**config.mk**
```make
export PLATFORM = sky130hd
export DESIGN_NAME = maze_top
export DESIGN_NICKNAME = d
export VERILOG_FILES = /design/src/design/vga_pkg.sv /design/src/design/game_pkg.sv /design/src/design/vga_timing.sv /design/src/design/apb_regs.sv /design/src/design/draw_bg.sv /design/src/design/draw_player.sv /design/src/design/maze_top.sv
export SDC_FILE = /design/constraint.sdc
export NUM_CORES = 1
export LEC_CHECK = 0
export BUFFER_PORTS_ARGS = -buffer_cell sky130_fd_sc_hd__buf_4
export CORE_UTILIZATION = 45
export CTS_CLUSTER_DIAMETER = 30
export DETAILED_ROUTE_END_ITERATION = 12
export PLACE_DENSITY = 0.76
export SLEW_MARGIN = 30
export SYNTH_ARGS = -nofsm -noshare
export SYNTH_HDL_FRONTEND = slang
export SYNTH_SLANG_ARGS = --single-unit
```
**constraint.sdc**
```tcl
create_clock -name clk -period 3.95 [get_ports clk]
set_clock_uncertainty 0.05 [all_clocks]
set_input_delay 0.5925 -clock clk [delete_from_list [all_inputs] [get_ports clk]]
set_output_delay 0.5925 -clock clk [all_outputs]
set_load 0.005 [all_outputs]
```
**src/design/vga_pkg.sv**
```systemverilog
//////////////////////////////
// video bundle shared by all stages
// counters sized for frames up to 2047 pixels per side
// colour is 4 bits per channel, r in the top nibble
//////////////////////////////

`default_nettype none

package vga_pkg;

  localparam int CNT_W = 11;
  localparam int RGB_W = 12;

  // one pixel slot on its way down the video pipeline
  typedef struct packed {
    logic [CNT_W-1:0] hcount;
    logic [CNT_W-1:0] vcount;
    logic             hsync;  // active high
    logic             vsync;  // active high
    logic             hblnk;
    logic             vblnk;
    logic [RGB_W-1:0] rgb;
  } vga_sig_t;

endpackage

`default_nettype wire

```
**src/design/game_pkg.sv**
```systemverilog
//////////////////////////////
// maze layout, colours and the APB register map
// map is fixed at 16 by 12 tiles, column 0 in the MSB
// registers sit on word addresses 0x0, 0x4 and 0x8
//////////////////////////////

`default_nettype none

package game_pkg;

  localparam int MAZE_COLS = 16;
  localparam int MAZE_ROWS = 12;

  // one bit per tile, set means wall
  localparam logic [0:MAZE_ROWS-1][0:MAZE_COLS-1] MAZE_MAP = {
    16'b0000000000000000,
    16'b0110011001100110,
    16'b0100000000000010,
    16'b0001111001111000,
    16'b0000001001000000,
    16'b0111001001001110,
    16'b0100000000000010,
    16'b0101111001111010,
    16'b0000000000000000,
    16'b0110111001110110,
    16'b0000000000000000,
    16'b0000000000000000
  };

  localparam logic [vga_pkg::RGB_W-1:0] BLACK        = 12'h0_0_0;
  localparam logic [vga_pkg::RGB_W-1:0] PLAYER_RGB   = 12'h0_f_f;  // cyan
  localparam logic [vga_pkg::RGB_W-1:0] WALL_RGB_RST = 12'h0_0_f;  // blue

  localparam logic [3:0] ADDR_POS  = 4'h0;
  localparam logic [3:0] ADDR_WALL = 4'h4;
  localparam logic [3:0] ADDR_CTRL = 4'h8;

  typedef struct packed {
    logic [15:0] x;
    logic [15:0] y;
  } pos_t;

  typedef struct packed {
    logic [31-vga_pkg::RGB_W:0] pad;
    logic [vga_pkg::RGB_W-1:0]  rgb;
  } color_t;

  // APB data word, meaning depends on the address
  typedef union packed {
    pos_t   pos;
    color_t color;
  } reg_word_u;

endpackage

`default_nettype wire

```
**src/design/vga_timing.sv**
```systemverilog
//////////////////////////////
// free running VGA counters, all outputs registered
// sync pulses are active high
// line and frame totals must fit in vga_pkg::CNT_W bits
//////////////////////////////

`timescale 1ns/1ps
`default_nettype none

module vga_timing #(
  parameter int H_ACTIVE = 1024,
  parameter int H_FP     = 24,
  parameter int H_SYNC   = 136,
  parameter int H_BP     = 160,
  parameter int V_ACTIVE = 768,
  parameter int V_FP     = 3,
  parameter int V_SYNC   = 6,
  parameter int V_BP     = 29
) (
  input  wire logic             clk,
  input  wire logic             rst,
  output vga_pkg::vga_sig_t     vga_out
);

  localparam int W = vga_pkg::CNT_W;

  localparam logic [W-1:0] H_ACT = W'(H_ACTIVE);
  localparam logic [W-1:0] H_SS  = W'(H_ACTIVE + H_FP);
  localparam logic [W-1:0] H_SE  = W'(H_ACTIVE + H_FP + H_SYNC);
  localparam logic [W-1:0] H_END = W'(H_ACTIVE + H_FP + H_SYNC + H_BP - 1);
  localparam logic [W-1:0] V_ACT = W'(V_ACTIVE);
  localparam logic [W-1:0] V_SS  = W'(V_ACTIVE + V_FP);
  localparam logic [W-1:0] V_SE  = W'(V_ACTIVE + V_FP + V_SYNC);
  localparam logic [W-1:0] V_END = W'(V_ACTIVE + V_FP + V_SYNC + V_BP - 1);

  logic [W-1:0] h_nxt;
  logic [W-1:0] v_nxt;

  always_comb begin
    h_nxt = vga_out.hcount + 1'b1;
    v_nxt = vga_out.vcount;
    if (vga_out.hcount == H_END) begin
      h_nxt = '0;
      v_nxt = (vga_out.vcount == V_END) ? '0 : vga_out.vcount + 1'b1;  // end of line
    end
  end

  // flags come from the next count so they line up with it
  always_ff @(posedge clk) begin
    if (rst) begin
      vga_out <= '0;
    end else begin
      vga_out.hcount <= h_nxt;
      vga_out.vcount <= v_nxt;
      vga_out.hblnk  <= (h_nxt >= H_ACT);
      vga_out.vblnk  <= (v_nxt >= V_ACT);
      vga_out.hsync  <= (h_nxt >= H_SS) && (h_nxt < H_SE);
      vga_out.vsync  <= (v_nxt >= V_SS) && (v_nxt < V_SE);
      vga_out.rgb    <= '0;  // colour is added downstream
    end
  end

endmodule

`default_nettype wire

```
**src/design/apb_regs.sv**
```systemverilog
//////////////////////////////
// APB slave with three registers, no wait states
// unknown addresses answer with pslverr and zero data
// only paddr[3:0] is decoded
//////////////////////////////

`timescale 1ns/1ps
`default_nettype none

module apb_regs (
  input  wire logic              clk,
  input  wire logic              rst,
  input  wire logic              psel,
  input  wire logic              penable,
  input  wire logic              pwrite,
  input  wire logic [3:0]        paddr,
  input  wire logic [31:0]       pwdata,
  output logic      [31:0]       prdata,
  output logic                   pready,
  output logic                   pslverr,
  output game_pkg::pos_t         player_pos,
  output logic [vga_pkg::RGB_W-1:0] wall_rgb,
  output logic                   player_en
);

  logic                access;
  logic                addr_ok;
  game_pkg::reg_word_u wdata;
  game_pkg::reg_word_u rdata;

  assign access = psel && penable;
  assign wdata  = pwdata;

  always_comb begin
    rdata   = '0;
    addr_ok = 1'b1;
    case (paddr)
      game_pkg::ADDR_POS:  rdata.pos = player_pos;
      game_pkg::ADDR_WALL: rdata.color.rgb = wall_rgb;
      game_pkg::ADDR_CTRL: rdata[0] = player_en;
      default:             addr_ok = 1'b0;
    endcase
  end

  // every access finishes in its first cycle
  assign pready  = access;
  assign pslverr = access && !addr_ok;
  assign prdata  = (access && !pwrite) ? rdata : '0;

  always_ff @(posedge clk) begin
    if (rst) begin
      player_pos <= '0;
      wall_rgb   <= game_pkg::WALL_RGB_RST;
      player_en  <= 1'b0;
    end else if (access && pwrite) begin
      case (paddr)
        game_pkg::ADDR_POS:  player_pos <= wdata.pos;
        game_pkg::ADDR_WALL: wall_rgb   <= wdata.color.rgb;
        game_pkg::ADDR_CTRL: player_en  <= pwdata[0];
        default: ;  // write dropped, error flagged above
      endcase
    end
  end

endmodule

`default_nettype wire

```
**src/design/draw_bg.sv**
```systemverilog
//////////////////////////////
// maze background, one cycle latency
// H_ACTIVE and V_ACTIVE must equal the map size
// times the tile edge of 1 << TILE_SHIFT
//////////////////////////////

`timescale 1ns/1ps
`default_nettype none

module draw_bg #(
  parameter int H_ACTIVE   = 1024,
  parameter int V_ACTIVE   = 768,
  parameter int TILE_SHIFT = 6
) (
  input  wire logic                     clk,
  input  wire logic                     rst,
  input  wire vga_pkg::vga_sig_t        vga_in,
  input  wire logic [vga_pkg::RGB_W-1:0] wall_rgb,
  output vga_pkg::vga_sig_t             vga_out
);

  localparam int W     = vga_pkg::CNT_W;
  localparam int COL_W = $clog2(game_pkg::MAZE_COLS);
  localparam int ROW_W = $clog2(game_pkg::MAZE_ROWS);

  localparam logic [W-1:0] H_LAST = W'(H_ACTIVE - 1);
  localparam logic [W-1:0] V_LAST = W'(V_ACTIVE - 1);

  logic [COL_W-1:0]    tile_col;
  logic [ROW_W-1:0]    tile_row;
  logic                edge_px;
  logic                wall_px;
  vga_pkg::vga_sig_t   vga_nxt;

  // tile index, only meaningful inside the active area
  assign tile_col = COL_W'(vga_in.hcount >> TILE_SHIFT);
  assign tile_row = ROW_W'(vga_in.vcount >> TILE_SHIFT);

  assign edge_px = (vga_in.hcount == '0) || (vga_in.hcount == H_LAST) ||
                   (vga_in.vcount == '0) || (vga_in.vcount == V_LAST);

  always_comb begin
    vga_nxt = vga_in;
    wall_px = 1'b0;
    if (vga_in.hblnk || vga_in.vblnk) begin
      vga_nxt.rgb = game_pkg::BLACK;
    end else if (edge_px) begin
      vga_nxt.rgb = wall_rgb;  // frame border
    end else begin
      wall_px     = game_pkg::MAZE_MAP[tile_row][tile_col];
      vga_nxt.rgb = wall_px ? wall_rgb : game_pkg::BLACK;
    end
  end

  always_ff @(posedge clk) begin
    if (rst) begin
      vga_out <= '0;
    end else begin
      vga_out <= vga_nxt;
    end
  end

endmodule

`default_nettype wire

```
**src/design/draw_player.sv**
```systemverilog
//////////////////////////////
// player square overlay, one cycle latency
// position and enable apply from the next frame start
//////////////////////////////

`timescale 1ns/1ps
`default_nettype none

module draw_player #(
  parameter int TILE_SHIFT = 6
) (
  input  wire logic              clk,
  input  wire logic              rst,
  input  wire vga_pkg::vga_sig_t vga_in,
  input  wire game_pkg::pos_t    player_pos,
  input  wire logic              player_en,
  output vga_pkg::vga_sig_t      vga_out
);

  localparam logic [16:0] TILE = 17'(1 << TILE_SHIFT);

  game_pkg::pos_t    pos_q;
  logic              en_q;
  game_pkg::pos_t    pos_use;
  logic              en_use;
  logic              sof;
  logic [16:0]       hc;
  logic [16:0]       vc;
  logic              in_sq;
  vga_pkg::vga_sig_t vga_nxt;

  assign sof = (vga_in.hcount == '0) && (vga_in.vcount == '0);

  // the frame's first pixel already sees the new values
  assign pos_use = sof ? player_pos : pos_q;
  assign en_use  = sof ? player_en : en_q;

  assign hc = 17'(vga_in.hcount);
  assign vc = 17'(vga_in.vcount);

  assign in_sq = (hc >= {1'b0, pos_use.x}) && (hc < {1'b0, pos_use.x} + TILE) &&
                 (vc >= {1'b0, pos_use.y}) && (vc < {1'b0, pos_use.y} + TILE);

  always_comb begin
    vga_nxt = vga_in;
    if (en_use && !vga_in.hblnk && !vga_in.vblnk && in_sq)
      vga_nxt.rgb = game_pkg::PLAYER_RGB;  // drawn over walls too
  end

  always_ff @(posedge clk) begin
    if (sof)
      pos_q <= player_pos;
  end

  always_ff @(posedge clk) begin
    if (rst) begin
      en_q    <= 1'b0;
      vga_out <= '0;
    end else begin
      if (sof)
        en_q <= player_en;
      vga_out <= vga_nxt;
    end
  end

endmodule

`default_nettype wire

```
**src/design/maze_top.sv**
```systemverilog
//////////////////////////////
// maze screen top, APB in, VGA bundle out
// vga_out lags the counters by two cycles
// defaults are 1024x768 with 64 pixel tiles
//////////////////////////////

`timescale 1ns/1ps
`default_nettype none

module maze_top #(
  parameter int H_ACTIVE   = 1024,
  parameter int H_FP       = 24,
  parameter int H_SYNC     = 136,
  parameter int H_BP       = 160,
  parameter int V_ACTIVE   = 768,
  parameter int V_FP       = 3,
  parameter int V_SYNC     = 6,
  parameter int V_BP       = 29,
  parameter int TILE_SHIFT = 6
) (
  input  wire logic        clk,
  input  wire logic        rst,
  input  wire logic        psel,
  input  wire logic        penable,
  input  wire logic        pwrite,
  input  wire logic [3:0]  paddr,
  input  wire logic [31:0] pwdata,
  output logic      [31:0] prdata,
  output logic             pready,
  output logic             pslverr,
  output vga_pkg::vga_sig_t vga_out
);

  vga_pkg::vga_sig_t           vga_tim;
  vga_pkg::vga_sig_t           vga_bg;
  game_pkg::pos_t              player_pos;
  logic [vga_pkg::RGB_W-1:0]   wall_rgb;
  logic                        player_en;

  vga_timing #(
    .H_ACTIVE(H_ACTIVE), .H_FP(H_FP), .H_SYNC(H_SYNC), .H_BP(H_BP),
    .V_ACTIVE(V_ACTIVE), .V_FP(V_FP), .V_SYNC(V_SYNC), .V_BP(V_BP)
  ) u_timing (
    .clk(clk), .rst(rst), .vga_out(vga_tim)
  );

  apb_regs u_regs (
    .clk(clk), .rst(rst),
    .psel(psel), .penable(penable), .pwrite(pwrite), .paddr(paddr), .pwdata(pwdata),
    .prdata(prdata), .pready(pready), .pslverr(pslverr),
    .player_pos(player_pos), .wall_rgb(wall_rgb), .player_en(player_en)
  );

  draw_bg #(
    .H_ACTIVE(H_ACTIVE), .V_ACTIVE(V_ACTIVE), .TILE_SHIFT(TILE_SHIFT)
  ) u_bg (
    .clk(clk), .rst(rst), .vga_in(vga_tim), .wall_rgb(wall_rgb), .vga_out(vga_bg)
  );

  draw_player #(
    .TILE_SHIFT(TILE_SHIFT)
  ) u_player (
    .clk(clk), .rst(rst), .vga_in(vga_bg),
    .player_pos(player_pos), .player_en(player_en), .vga_out(vga_out)
  );

endmodule

`default_nettype wire

```
==> out/results.tsv <==
stage	metric	value	unit
status	status	completed	
worst_setup_path	cp.arrival	4.07	ns
timing	setup_viol	0	
floorplan	die_x	136	µm
layout	synthToLayoutAreaGrowth	20.3	%
floorplan	num_io_pins	113	
placement	dp_hpwl	14.2	mm
clock_network	cts_buffer_depth	2	
grt	grt.busiest_layer	met2	
grt	overflow	0	
grt	grt_max_degree	53	
clock_network	cts_buffers	17	
layout	fin_area	9790	µm²
worst_setup_path	cp_num_buf_inv	2	
clock_network	insertion_delay	0.44	ns
drt	viasPerCell	5.36	
worst_setup_path	timing.rr.start	u_bg.vga_out[36]	
timing	slew_violations	0	
drt	drtIter0Drc	478	
power	powerDensity	377	nW/µm²
yosys	synth_cells	910	
grt	use_met1	27.7	%
worst_setup_path	critPathKind	register to register	
yosys	synthArstFlopShare	0	%
job	max_cap_violations	0	
timing	tightest_slew	0.733	ns
timing	layout_min_cycle_time	3.82	ns
grt	antenna_found_initial	0	
timing	relSlewSlack	51.0	%
drt	postRouteAntennaNets	0	
grt	use_met3	3.39	%
layout	drive_gt1_share	19.9	%
placement	dpl_cell_area	9100	µm²
floorplan	rows	48	
yosys	synth_ff_type	dfxtp_1	
layout	final_common_cell	dfxtp_1	
placement	port-buffer-count	112	
layout	diodes	0	
yosys	ys_seq_area_share	44.3	%
grt	grt_pass1_wl	31.3	mm
drt	finalWirelength	19.5	mm
worst_setup_path	cp-start-kind	register	
timing	max_freq	262	MHz
worst_setup_path	critical_path_required	4.20	ns
placement	gp_congestion	0.870	
timing	post-route-period-util	96.8	%
grt	first_global_vias	6246	
yosys	ys_types	64	
layout	nNetsFinal	1083	
yosys	ys_ff_latch	180	
drt	wl_per_cell	15.8	µm
drt	vias	6628	
yosys	syn_avg_cell_area	8.94	µm²
yosys	synthesis.area	8140	µm²
worst_setup_path	cp_slowest_stage_delay	0.37	ns
grt	gr-usage-met2	34.9	%
worst_setup_path	crit_slowest_cell	mux2_2	
worst_setup_path	crit_chain	nor4_1 > nand4_1 > nor2_4 > buf_12 > mux2_2 > inv_1 > ha_1 > a21oi_1 > nand3_1 > a221o_1 > o21ai_0 > and2_2 > o32ai_2	
clock_network	clkSinkCount	180	
power	leakage	4.07	nW
worst_setup_path	endpoint_kind	register	
drt	dr.pass1.iters	5	
floorplan	start_util	46.6	%
clock_network	clock-root-buffer	clkbuf_16	
clock_network	hold_buffers	0	
yosys	syn_nets	994	
power	p_total	3.69	mW
worst_setup_path	worstPathMaxFanout	36	
drt	remaining_drc_errors	0	
clock_network	cts_htree_levels	4	
power	vdd_drop_max	0.304	mV
clock_network	path_clk_slew	0.07	ns
floorplan	coreArea	17500	µm²
floorplan	dieArea	18600	µm²
worst_hold_path	hp-class	primary input to register	
floorplan	dieHeight	136	µm
yosys	synth-edff-count	0	
worst_setup_path	crit_family	simple AND/OR/NAND/NOR gates	
timing	final-hold-violation-count	0	
clock_network	cts_tree	done	
yosys	yosys_warnings	0	
worst_hold_path	hp-start	pwdata[3]	
grt	grt.total_usage	21.5	%
layout	final_cell_mix	dfxtp_1 (180), buf_4 (123), nand2_1 (111)	
layout	fin_util	56.0	%
worst_setup_path	cp-startpoint	u_bg.vga_out[36]	
==> metal layers <==
metal,wire length [µm],share of wire [%],vias up
met5,0,0,-
met4,599,3.1,0
met3,855,4.4,46
met2,9280,48,181
met1,8770,45,3080
li1,-,-,3321
==> what timing repair did <==
item | CTS | global route
setup endpoints to repair | 1 | 12
pin swaps | 0 | 2
hold endpoints to repair | 0 | 0
gates resized for setup | 2 | 15
setup buffers | 0 | 2
==> synthesized netlist by cell type, drive strengths merged, types with 14 or more instances <==
| library cell | n | area [µm²] |
|---|---|---|
| dfxtp | 180 | 3600 |
| nand2 | 111 | 417 |
| a21oi | 77 | 385 |
| nor2 | 62 | 240 |
| nor2b | 46 | 288 |
| inv | 44 | 165 |
| ha | 43 | 538 |
| clkbuf | 40 | 153 |
| and2 | 26 | 163 |
| mux2i | 24 | 240 |
| nand3 | 21 | 105 |
| nand3b | 18 | 135 |
| mux2 | 17 | 191 |
| o21ai | 17 | 85.1 |
| xnor2 | 16 | 140 |
| buf | 14 | 108 |
| nor3 | 14 | 80.1 |
==> area by class of cell <==
cell class              instances  area [µm²]
clock buffers                  18         439
clock inverters                14         144
fillers                      1561        7680
inverters                      44         165
multi-input cells             632        4220
flip-flops and latches        180        3600
well taps                     225         282
repair buffers                124         943
==> tightest hold or removal path, delay by kind of cell <==
family        cells  cell delay (ns)
buf+inv           1             0.08
simple gates      2             0.10
==> per-stage QoR <==
stage	setup WS, ns	cells	TNS, ns	hold WS (ns)
after detailed placement	-0.00944	1203	-0.00944	0.373
final	0.128	1237	0	0.327
after floorplan	0.250	910	0	0.362
after global routing	-0.0307	1237	-0.171	0.326
after global placement	0.244	1203	0	0.369
after CTS	0.0716	1235	0	0.318
==> report_power, final <==
part / leakage [nW] / switching, mW / internal, mW / total [mW]
sequential: 1.45 / 0.0121 / 1.83 / 1.84
combinational: 2.34 / 0.100 / 0.0869 / 0.187
clock: 0.278 / 0.758 / 0.904 / 1.66
total: 4.07 / 0.870 / 2.82 / 3.69
==> flip-flops by register name, summed over array words and instances (netlist names) <==
name	flops
u_player.vga_out	38
u_timing.vga_out	26
u_regs.player_pos	32
u_bg.vga_out	38
u_player.en_q	1
u_regs.player_en	1
u_regs.wall_rgb	12
u_player.pos_q	32
==> kinds of logic after synthesis <==
| family | count (synthesis) | synth area share (%) |
|---|---|---|
| and+or+nand+nor | 360 | 23.2 |
| DFF | 180 | 44.3 |
| AOI/OAI and AO/OA | 163 | 12.6 |
| buffers and inverters | 98 | 5.23 |
| adders and majority gates | 43 | 6.61 |
| muxes | 41 | 5.31 |
| xor gates and xnor gates | 25 | 2.69 |
==> final timing paths <==
check	to	depth (start not counted)	slack, ns
worst max-delay path	u_player.vga_out[2]	13	0.13
worst min-delay path	u_regs.wall_rgb[3]	3	0.33
worst max register to register	u_player.vga_out[2]	13	0.13
worst min register to register	u_player.vga_out[11]	2	0.38
Power figures use the tool's default switching activity.
